[config.mk]
export PLATFORM = sky130hd
export DESIGN_NAME = eth_mac_flow_ctrl
export DESIGN_NICKNAME = d
export VERILOG_FILES = /design/src/eth_mac_pkg.sv /design/src/eth_mac_flow_ctrl.sv /design/src/mac_ctrl_rx.sv /design/src/mac_ctrl_tx.sv /design/src/mac_pause_ctrl_rx.sv /design/src/mac_pause_ctrl_tx.sv
export VERILOG_INCLUDE_DIRS = /design/src /design/src/include
export SDC_FILE = /design/constraint.sdc
export NUM_CORES = 1
export LEC_CHECK = 0
export BUFFER_PORTS_ARGS = -buffer_cell sky130_fd_sc_hd__buf_2
export CAP_MARGIN = 10
export CELL_PAD_IN_SITES_DETAIL_PLACEMENT = 1
export CELL_PAD_IN_SITES_GLOBAL_PLACEMENT = 2
export CORE_AREA = 2 2 276 278
export DETAILED_ROUTE_END_ITERATION = 8
export DIE_AREA = 0 0 278 280
export PLACE_DENSITY_LB_ADDON = 0.1
export SYNTH_ARGS = -nofsm -noshare
export SYNTH_HDL_FRONTEND = slang
export SYNTH_SLANG_ARGS = --single-unit
[constraint.sdc]
create_clock -name clk -period 9 [get_ports clk]
set_input_delay 0.9 -clock clk [delete_from_list [all_inputs] [get_ports clk]]
set_output_delay 0.9 -clock clk [all_outputs]
set_load 0.01 [all_outputs]
[src/include/eth_mac_config.svh]
// Flow control configuration
`ifndef ETH_MAC_CONFIG_SVH
`define ETH_MAC_CONFIG_SVH

// Stream beat geometry.
`define ETH_DATA_W 64
`define ETH_KEEP_W 8

// One quantum is 512 bit times.
`define QUANTA_CYCLES (512 / `ETH_DATA_W)

// Control frame is 60 bytes before the FCS, so the last beat keeps four bytes.
`define MCF_BEATS 8
`define MCF_LAST_KEEP 8'h0F

// Reserved multicast address for PAUSE.
`define DEF_PAUSE_DST 48'h01_80_C2_00_00_01

// MAC control ethertype.
`define DEF_MCF_TYPE 16'h8808

`endif

[src/eth_mac_pkg.sv]
// Flow control types
`default_nettype none

`include "eth_mac_config.svh"

package eth_mac_pkg;

typedef struct packed {
    logic [`ETH_DATA_W-1:0] data;
    logic [`ETH_KEEP_W-1:0] keep;
    logic                   last;
    logic                   user;  // Bad frame.
} axis_beat_t;

typedef enum logic [15:0] {
    OPC_PAUSE = 16'h0001
} mcf_opcode_e;

// Field order matches the order on the wire.
typedef struct packed {
    logic [47:0] eth_dst;
    logic [47:0] eth_src;
    logic [15:0] eth_type;
    logic [15:0] opcode;
    logic [15:0] quanta;
} mcf_t;

typedef struct packed {
    logic [47:0] eth_dst;
    logic [47:0] eth_src;
    logic [15:0] eth_type;
    logic [15:0] opcode;
    logic [15:0] quanta;
    logic [15:0] refresh;  // In quanta.
    logic        en;
} tx_lfc_cfg_t;

typedef struct packed {
    logic [47:0] eth_dst_mcast;
    logic [15:0] eth_type;
    logic [15:0] opcode_lfc;
    logic        enable;
} rx_mcf_cfg_t;

typedef enum logic [1:0] {ST_IDLE, ST_DATA, ST_MCF} ctrl_tx_state_e;

typedef enum logic [1:0] {ST_OFF, ST_XOFF_PEND, ST_ON, ST_XON_PEND} pause_tx_state_e;

endpackage

`default_nettype wire

[src/eth_mac_flow_ctrl.sv]
// Ethernet MAC flow control
`timescale 1ns/1ps
`default_nettype none

module eth_mac_flow_ctrl
    import eth_mac_pkg::*;
(
    input  wire logic        clk,
    input  wire logic        reset,
    input  wire tx_lfc_cfg_t tx_cfg,
    input  wire rx_mcf_cfg_t rx_cfg,
    input  wire axis_beat_t  tx_in,
    input  wire logic        tx_in_valid,
    output logic             tx_in_ready,
    output axis_beat_t       tx_out,
    output logic             tx_out_valid,
    input  wire logic        tx_out_ready,
    input  wire axis_beat_t  rx_in,
    input  wire logic        rx_in_valid,
    output axis_beat_t       rx_out,
    output logic             rx_out_valid,
    input  wire logic        tx_lfc_req,
    input  wire logic        tx_lfc_resend,
    input  wire logic        tx_pause_req,
    input  wire logic        tx_lfc_pause_en,
    input  wire logic        rx_lfc_en,
    input  wire logic        rx_lfc_ack,
    output logic             tx_pause_ack,
    output logic             rx_lfc_req
);

mcf_t mcf_tx;
logic mcf_tx_valid;
logic mcf_tx_ready;
mcf_t mcf_rx;
logic mcf_rx_valid;
logic tx_pause_req_int;
logic rx_lfc_ack_int;

// Received PAUSE can halt our own transmitter directly.
assign tx_pause_req_int = tx_pause_req || (tx_lfc_pause_en && rx_lfc_req);
assign rx_lfc_ack_int = rx_lfc_ack || (tx_lfc_pause_en && tx_pause_ack);

mac_pause_ctrl_tx mac_pause_ctrl_tx_inst (
    .clk(clk),
    .reset(reset),
    .cfg(tx_cfg),
    .tx_lfc_req(tx_lfc_req),
    .tx_lfc_resend(tx_lfc_resend),
    .mcf_tx(mcf_tx),
    .mcf_tx_valid(mcf_tx_valid),
    .mcf_tx_ready(mcf_tx_ready)
);

mac_ctrl_tx mac_ctrl_tx_inst (
    .clk(clk),
    .reset(reset),
    .tx_in(tx_in),
    .tx_in_valid(tx_in_valid),
    .tx_in_ready(tx_in_ready),
    .tx_out(tx_out),
    .tx_out_valid(tx_out_valid),
    .tx_out_ready(tx_out_ready),
    .mcf_tx(mcf_tx),
    .mcf_tx_valid(mcf_tx_valid),
    .mcf_tx_ready(mcf_tx_ready),
    .tx_pause_req(tx_pause_req_int),
    .tx_pause_ack(tx_pause_ack)
);

mac_ctrl_rx mac_ctrl_rx_inst (
    .clk(clk),
    .reset(reset),
    .cfg(rx_cfg),
    .rx_in(rx_in),
    .rx_in_valid(rx_in_valid),
    .rx_out(rx_out),
    .rx_out_valid(rx_out_valid),
    .mcf_rx(mcf_rx),
    .mcf_rx_valid(mcf_rx_valid)
);

mac_pause_ctrl_rx mac_pause_ctrl_rx_inst (
    .clk(clk),
    .reset(reset),
    .mcf_rx(mcf_rx),
    .mcf_rx_valid(mcf_rx_valid),
    .rx_lfc_en(rx_lfc_en),
    .rx_lfc_req(rx_lfc_req),
    .rx_lfc_ack(rx_lfc_ack_int)
);

endmodule

`default_nettype wire

[src/mac_ctrl_rx.sv]
// Receive control frame detection
`timescale 1ns/1ps
`default_nettype none

`include "eth_mac_config.svh"

module mac_ctrl_rx
    import eth_mac_pkg::*;
(
    input  wire logic        clk,
    input  wire logic        reset,
    input  wire rx_mcf_cfg_t cfg,
    input  wire axis_beat_t  rx_in,
    input  wire logic        rx_in_valid,
    output axis_beat_t       rx_out,
    output logic             rx_out_valid,
    output mcf_t             mcf_rx,
    output logic             mcf_rx_valid
);

logic [1:0]             beat_idx;
logic [`ETH_DATA_W-1:0] in_be;
logic                   match;
logic                   mark;

// Beat in network order, frame byte 0 on top.
assign in_be = {<<8{rx_in.data}};

// Header fields are complete once beat 2 is reached.
assign match = cfg.enable && beat_idx[1] &&
    mcf_rx.eth_dst == cfg.eth_dst_mcast &&
    mcf_rx.eth_type == cfg.eth_type &&
    mcf_rx.opcode == cfg.opcode_lfc;
assign mark = rx_in_valid && rx_in.last && match;

always_ff @(posedge clk) begin
    if (reset) begin
        beat_idx <= '0;
        rx_out_valid <= 1'b0;
        mcf_rx_valid <= 1'b0;
    end else begin
        rx_out_valid <= rx_in_valid;
        mcf_rx_valid <= mark;
        if (rx_in_valid) begin
            if (rx_in.last) beat_idx <= '0;
            else if (beat_idx != 2'd3) beat_idx <= beat_idx + 1'b1;  // Saturates.
        end
    end
end

always_ff @(posedge clk) begin
    rx_out <= rx_in;
    rx_out.user <= rx_in.user || mark;  // Drop downstream.
    if (rx_in_valid) begin
        case (beat_idx)
            2'd0: begin
                mcf_rx.eth_dst <= in_be[63:16];
                mcf_rx.eth_src[47:32] <= in_be[15:0];
            end
            2'd1: begin
                mcf_rx.eth_src[31:0] <= in_be[63:32];
                mcf_rx.eth_type <= in_be[31:16];
                mcf_rx.opcode <= in_be[15:0];
            end
            2'd2: mcf_rx.quanta <= in_be[63:48];
            default: ;
        endcase
    end
end

a_strobe_on_last: assert property (@(posedge clk) disable iff (reset)
    mcf_rx_valid |-> rx_out_valid && rx_out.last && rx_out.user);

endmodule

`default_nettype wire

[src/mac_ctrl_tx.sv]
// Control frame insertion and transmit pause
`timescale 1ns/1ps
`default_nettype none

`include "eth_mac_config.svh"

module mac_ctrl_tx
    import eth_mac_pkg::*;
(
    input  wire logic       clk,
    input  wire logic       reset,
    input  wire axis_beat_t tx_in,
    input  wire logic       tx_in_valid,
    output logic            tx_in_ready,
    output axis_beat_t      tx_out,
    output logic            tx_out_valid,
    input  wire logic       tx_out_ready,
    input  wire mcf_t       mcf_tx,
    input  wire logic       mcf_tx_valid,
    output logic            mcf_tx_ready,
    input  wire logic       tx_pause_req,
    output logic            tx_pause_ack
);

localparam int BEAT_W = $clog2(`MCF_BEATS);
localparam int FRAME_W = `MCF_BEATS * `ETH_DATA_W;

ctrl_tx_state_e         state;
logic [BEAT_W-1:0]      beat_cnt;
mcf_t                   mcf_q;
logic                   data_pend;
logic                   idle_free;
logic                   data_en;
logic                   data_xfer;
logic                   mcf_last;
logic [FRAME_W-1:0]     frame_be;
logic [`ETH_DATA_W-1:0] beat_be;

// A data beat offered but not yet taken keeps the idle slot.
assign idle_free = (state == ST_IDLE) && !data_pend;
assign data_en = (state == ST_DATA) || ((state == ST_IDLE) &&
    (data_pend || (!mcf_tx_valid && !tx_pause_req && !tx_pause_ack)));
assign data_xfer = data_en && tx_in_valid && tx_out_ready;
assign mcf_tx_ready = idle_free;

// Whole frame in network order, first byte at the top.
assign frame_be = {mcf_q, {(FRAME_W - $bits(mcf_t)){1'b0}}};
assign beat_be = frame_be[FRAME_W - 1 - beat_cnt * `ETH_DATA_W -: `ETH_DATA_W];
assign mcf_last = beat_cnt == BEAT_W'(`MCF_BEATS - 1);

always_comb begin
    tx_out = tx_in;
    tx_out_valid = data_en && tx_in_valid;
    tx_in_ready = data_en && tx_out_ready;
    if (state == ST_MCF) begin
        tx_out.data = {<<8{beat_be}};  // Frame byte 0 goes to the low lane.
        tx_out.keep = mcf_last ? `MCF_LAST_KEEP : '1;
        tx_out.last = mcf_last;
        tx_out.user = 1'b0;
        tx_out_valid = 1'b1;
    end
end

always_ff @(posedge clk) begin
    if (reset) begin
        state <= ST_IDLE;
        beat_cnt <= '0;
        data_pend <= 1'b0;
        tx_pause_ack <= 1'b0;
    end else begin
        data_pend <= (state == ST_IDLE) && data_en && tx_in_valid && !tx_out_ready;

        // Pause only takes effect at a frame boundary.
        if (!tx_pause_req) begin
            tx_pause_ack <= 1'b0;
        end else if (idle_free || (data_xfer && tx_in.last)) begin
            tx_pause_ack <= 1'b1;
        end

        case (state)
            ST_IDLE: begin
                if (idle_free && mcf_tx_valid) begin
                    state <= ST_MCF;
                    beat_cnt <= '0;
                end else if (data_xfer && !tx_in.last) begin
                    state <= ST_DATA;
                end
            end
            ST_DATA: if (data_xfer && tx_in.last) state <= ST_IDLE;
            ST_MCF: begin
                if (tx_out_ready) begin
                    beat_cnt <= mcf_last ? '0 : beat_cnt + 1'b1;
                    if (mcf_last) state <= ST_IDLE;
                end
            end
            default: state <= ST_IDLE;
        endcase
    end
end

always_ff @(posedge clk) begin
    if (idle_free && mcf_tx_valid) mcf_q <= mcf_tx;
end

// An open user frame is never interrupted by a control frame.
a_no_split: assert property (@(posedge clk) disable iff (reset)
    state != ST_MCF && tx_out_valid && tx_out_ready && !tx_out.last |=> state != ST_MCF);

a_out_hold: assert property (@(posedge clk) disable iff (reset)
    tx_out_valid && !tx_out_ready |=> tx_out_valid && $stable(tx_out));

endmodule

`default_nettype wire

[src/mac_pause_ctrl_rx.sv]
// Received PAUSE timer
`timescale 1ns/1ps
`default_nettype none

`include "eth_mac_config.svh"

module mac_pause_ctrl_rx
    import eth_mac_pkg::*;
(
    input  wire logic clk,
    input  wire logic reset,
    input  wire mcf_t mcf_rx,
    input  wire logic mcf_rx_valid,
    input  wire logic rx_lfc_en,
    output logic      rx_lfc_req,
    input  wire logic rx_lfc_ack
);

localparam int CNT_W = 16 + $clog2(`QUANTA_CYCLES);

logic [CNT_W-1:0] pause_cnt;  // Remaining pause in cycles.
logic             load;

assign load = mcf_rx_valid && rx_lfc_en && (mcf_rx.opcode == OPC_PAUSE);

always_ff @(posedge clk) begin
    if (reset) begin
        pause_cnt <= '0;
        rx_lfc_req <= 1'b0;
    end else if (!rx_lfc_en) begin
        pause_cnt <= '0;
        rx_lfc_req <= 1'b0;
    end else if (load) begin
        // A new frame restarts the time, quanta zero ends the pause.
        pause_cnt <= CNT_W'(mcf_rx.quanta * `QUANTA_CYCLES);
        rx_lfc_req <= mcf_rx.quanta != 16'd0;
    end else begin
        // Time only runs once the pause is honoured.
        if (rx_lfc_ack && pause_cnt != '0) begin
            pause_cnt <= pause_cnt - 1'b1;
        end
        if (pause_cnt == '0) begin
            rx_lfc_req <= 1'b0;
        end
    end
end

// Remaining pause time is always backed by a request.
a_req_while_cnt: assert property (@(posedge clk) disable iff (reset)
    pause_cnt != '0 |-> rx_lfc_req);

endmodule

`default_nettype wire

[src/mac_pause_ctrl_tx.sv]
// PAUSE frame generator
`timescale 1ns/1ps
`default_nettype none

`include "eth_mac_config.svh"

module mac_pause_ctrl_tx
    import eth_mac_pkg::*;
(
    input  wire logic        clk,
    input  wire logic        reset,
    input  wire tx_lfc_cfg_t cfg,
    input  wire logic        tx_lfc_req,
    input  wire logic        tx_lfc_resend,
    output mcf_t             mcf_tx,
    output logic             mcf_tx_valid,
    input  wire logic        mcf_tx_ready
);

localparam int CNT_W = 16 + $clog2(`QUANTA_CYCLES);

pause_tx_state_e  state;
logic [CNT_W-1:0] refresh_cnt;
logic             send_xoff;
logic             send_xon;

assign mcf_tx_valid = (state == ST_XOFF_PEND) || (state == ST_XON_PEND);

always_comb begin
    send_xoff = 1'b0;
    send_xon = 1'b0;
    if (cfg.en) begin
        case (state)
            ST_OFF: send_xoff = tx_lfc_req;
            ST_ON: begin
                send_xon = !tx_lfc_req;
                send_xoff = tx_lfc_req && (tx_lfc_resend || refresh_cnt == '0);
            end
            default: ;
        endcase
    end
end

always_ff @(posedge clk) begin
    if (reset) begin
        state <= ST_OFF;
        refresh_cnt <= '0;
    end else begin
        case (state)
            ST_OFF: if (send_xoff) state <= ST_XOFF_PEND;
            ST_XOFF_PEND: begin
                if (mcf_tx_ready) begin
                    state <= ST_ON;
                    refresh_cnt <= CNT_W'(cfg.refresh * `QUANTA_CYCLES);
                end
            end
            ST_ON: begin
                if (send_xoff) state <= ST_XOFF_PEND;
                else if (send_xon) state <= ST_XON_PEND;
                else if (!cfg.en) state <= ST_OFF;  // Far end times out on its own.
                else if (refresh_cnt != '0) refresh_cnt <= refresh_cnt - 1'b1;
            end
            ST_XON_PEND: if (mcf_tx_ready) state <= ST_OFF;
        endcase
    end
end

always_ff @(posedge clk) begin
    if (send_xoff || send_xon) begin
        mcf_tx.eth_dst <= cfg.eth_dst;
        mcf_tx.eth_src <= cfg.eth_src;
        mcf_tx.eth_type <= cfg.eth_type;
        mcf_tx.opcode <= cfg.opcode;
        mcf_tx.quanta <= send_xoff ? cfg.quanta : 16'd0;  // XON carries zero.
    end
end

// Frame fields held until mac_ctrl_tx takes the frame.
a_mcf_hold: assert property (@(posedge clk) disable iff (reset)
    mcf_tx_valid && !mcf_tx_ready |=> mcf_tx_valid && $stable(mcf_tx));

endmodule

`default_nettype wire

==> flow_summary.yaml <==
outcome:
  status: "finished clean"
worst_setup_path:
  worstPathArrival_ns: 4.46
  r2r_cells: 8
  regToRegStartpoint: "mac_pause_ctrl_tx_inst.refresh_cnt[0]$_SDFFE_PP0P_"
  cp-end-kind: "register"
  crit_fanout: 75
  rrSetupSlack_ns: 4.78
  required_ns: 9.24
  r2r_end: "mac_pause_ctrl_tx_inst.mcf_tx[22]$_DFFE_PP_"
  cp-start-kind: "register"
  crit_type: "register to register"
synth:
  synth_ff_type: "edfxtp_1"
  synth_seq_cells: 510
  synth_area_leaders: "edfxtp_1 62%, dfxtp_1 14%, mux2i_1 3.6%"
  yosysMostFrequentCell: "edfxtp_1"
  synth_area_leader_cell: "edfxtp_1"
  yosysSeqAreaShare: 0.759
  syn_nets: 1634
  async_reset_ff_frac: 0
  yosysTopAreaCellShare: 0.623
  synth_common_cells: "384 x edfxtp_1, 126 x dfxtp_1, 98 x o21ai_0, 96 x nand2_1, 66 x mux2i_1"
  synth_edf_count: 384
  synthDistinctLibCells: 64
  synth_area_per_cell_um2: 15.1
  synthCells: 1225
  synth_area_mm2: 0.0185
  yosysWarnings: 0
die:
  die-height_um: 280
  ios: 554
  fp.dieW_um: 278
  core_region_area_mm2: 0.0752
  die_area_mm2: 0.0778
  rows: 101
  initial_core_util: 0.246
clock_network:
  cts-resized-gates: 0
  cts_hold_buf: 0
  cts_sinks: 510
  cts_buffers: 58
  clockRootBuffer: "clkbuf_16"
  post_cts_buffers: 0
  cts_tree: "built"
  h-tree-depth: 2
  cts_buffer_depth: 3
  clk_pin_slew_ns: 0.06
  worstSkewPairLatency_ns: 0.62
worst_hold_path:
  min_to: "mac_ctrl_rx_inst.rx_out[8]$_DFF_P_"
  hold_depth: 1
  hold_start: "rx_in[8]"
  hold_path_class: "input pin to register"
grt:
  track_usage: 0.152
  antenna_found_initial: 52
  grt_pass1_vias: 13400
  grt_first_pass_wirelength_um: 86900
  grt_max_degree: 82
  grt.overflow.total: 0
sta:
  tightest_slew_ns: 1.04
  min_period_ns: 4.22
  maxSlewHeadroom: 0.310
  hold_viol: 0
  tns_ns: 0
  fin_crit_sh: 0.469
  grt_setup_unrepaired: "false"
  max_freq_ghz: 0.237
  maxSlewViolCount: 0
  finalClockSkew_ns: 0.0435
  setup_viol: 0
drt:
  ant_nets: 0
  routedWlPerCell_um: 21.3
  drc_errors: 0
  drt_iter0_drc: 543
  viasPerCell: 4.29
  drt_wl_total_um: 60800
  firstDrtPassIters: 4
  vias: 12200
final_layout:
  nFillCells: 8128
  syn_to_final_growth_pct: 31.7
  drive_above_1_share: 0.360
  fin_area_mm2: 0.0244
  finalNetCount: 2215
placed_design:
  hpwl_um: 45400
  gp_congestion: 0.746
  place_area_mm2: 0.0224
  portBuffers: 553
power:
  leakage_nw: 9.30
  ir_worst_vdd_uv: 189
  p_per_area_mw_per_mm2: 253
run:
  drv_cap: 0
final cells by class:
type / instances / area [µm²] / share of cell area
antenna: 15 / 37.5 / 0.00154
clock buffer: 81 / 1640 / 0.0673
clock inverter: 28 / 259 / 0.0106
inverter: 26 / 103 / 0.00421
multi-input combinational: 647 / 4210 / 0.173
sequential: 510 / 14100 / 0.576
tap: 978 / 1220 / 0.0502
timing repair buffer: 563 / 2860 / 0.117
critical path: stages (launching register included):
cell and delay, ns:
dfxtp_1 0.33, inv_1 0.11, ha_1 0.22, nor4b_2 0.40, nand4_1 0.32, nor2_1 0.23
o21a_1 0.57, a31o_4 0.70, buf_4 0.87
report_power, final:
part	internal (mW)	total (mW)	leakage (nW)	switching (mW)
combinational	0.407	1.02	3.76	0.610
clock	1.36	2.34	0.925	0.982
sequential	2.73	2.81	4.62	0.0821
total	4.49	6.17	9.30	1.67
worst max-delay path by stage:
stage | from | endpoint | cells past startpoint
5_1_grt | mac_pause_ctrl_tx_inst.refresh_cnt[0]$_SDFFE_PP0P_ | mac_pause_ctrl_tx_inst.mcf_tx[27]$_DFFE_PP_ | 8
3_3_place_gp | mac_pause_ctrl_tx_inst.refresh_cnt[0]$_SDFFE_PP0P_ | mac_pause_ctrl_tx_inst.mcf_tx[28]$_DFFE_PP_ | 8
6_report | mac_pause_ctrl_tx_inst.refresh_cnt[0]$_SDFFE_PP0P_ | mac_pause_ctrl_tx_inst.mcf_tx[22]$_DFFE_PP_ | 8
2_1_floorplan | mac_ctrl_tx_inst.state[1]$_SDFFE_PP0P_ | mac_ctrl_tx_inst.beat_cnt[0]$_SDFFE_PP0P_ | 7
3_5_place_dp | mac_pause_ctrl_tx_inst.refresh_cnt[0]$_SDFFE_PP0P_ | mac_pause_ctrl_tx_inst.mcf_tx[28]$_DFFE_PP_ | 8
4_1_cts | mac_pause_ctrl_tx_inst.refresh_cnt[0]$_SDFFE_PP0P_ | mac_pause_ctrl_tx_inst.mcf_tx[79]$_DFFE_PP_ | 8
cell families (layout without fill, tap and decap cells):
family,count (synthesis),after routing,share of synthesized area
XOR/XNOR,81,81,0.0383
buffers and inverters,68,698,0.0151
adder cells (fa/ha/maj),8,8,0.00541
other,0,15,0
flip-flops,510,510,0.759
AO/OA/AOI/OAI,206,206,0.0658
multiplexers,67,67,0.0363
AND/OR/NAND/NOR,285,285,0.0802
cell usage in the layout, fill, tap and decap left out, types with 8 or more instances in the layout:
| cell type | count |
|---|---|
| ha_1 | 8 |
| nor3_1 | 18 |
| nand3_1 | 12 |
| nand4_1 | 15 |
| nand2_1 | 96 |
| a22oi_1 | 18 |
| nor2_1 | 45 |
| xnor2_1 | 50 |
| dfxtp_1 | 125 |
| a21oi_1 | 40 |
| xor2_1 | 31 |
| inv_1 | 25 |
| nand2b_1 | 10 |
| and2_1 | 20 |
| mux2i_1 | 66 |
| clkinv_1 | 9 |
| buf_4 | 9 |
| o21ai_0 | 98 |
| edfxtp_1 | 384 |
| nor4_1 | 23 |
| buf_2 | 553 |
| diode_2 | 15 |
| clkbuf_16 | 60 |
| clkbuf_1 | 15 |
state kept, by name, summed over array words and instances, names as in the netlist:
signal,cells
mac_ctrl_tx_inst.data_pend,1
mac_pause_ctrl_rx_inst.rx_lfc_req,1
mac_ctrl_rx_inst.rx_out,74
mac_ctrl_rx_inst.mcf_rx,96
mac_pause_ctrl_tx_inst.refresh_cnt,19
mac_ctrl_tx_inst.beat_cnt,3
mac_ctrl_tx_inst.state,2
mac_ctrl_rx_inst.rx_out_valid,1
mac_ctrl_tx_inst.frame_be,144
mac_pause_ctrl_tx_inst.mcf_tx,144
mac_pause_ctrl_rx_inst.pause_cnt,19
mac_ctrl_tx_inst.tx_pause_ack,1
mac_ctrl_rx_inst.beat_idx,2
mac_ctrl_rx_inst.mcf_rx_valid,1
mac_pause_ctrl_tx_inst.state,2
per-stage QoR:
step           power, mW   util  setup WS [ns]  instances  hold slack, ns
3_5_place_dp        3.90  0.298           4.54       2723           0.405
6_report            6.17  0.324           4.78       2848           0.376
2_1_floorplan       3.52      -           4.81       1225           0.400
5_1_grt             6.49  0.324           4.30       2835           0.331
4_1_cts             6.29  0.324           4.55       2832           0.320
3_3_place_gp        3.89  0.298           4.68       2723           0.400
routing by layer:
layer / part of all wire / GRT usage
met1: 0.38 / 0.167
met4: 0.023 / 0.0410
met2: 0.51 / 0.272
met5: 0.0060 / 0
met3: 0.081 / 0.0588
Power figures use the tool's default switching activity.
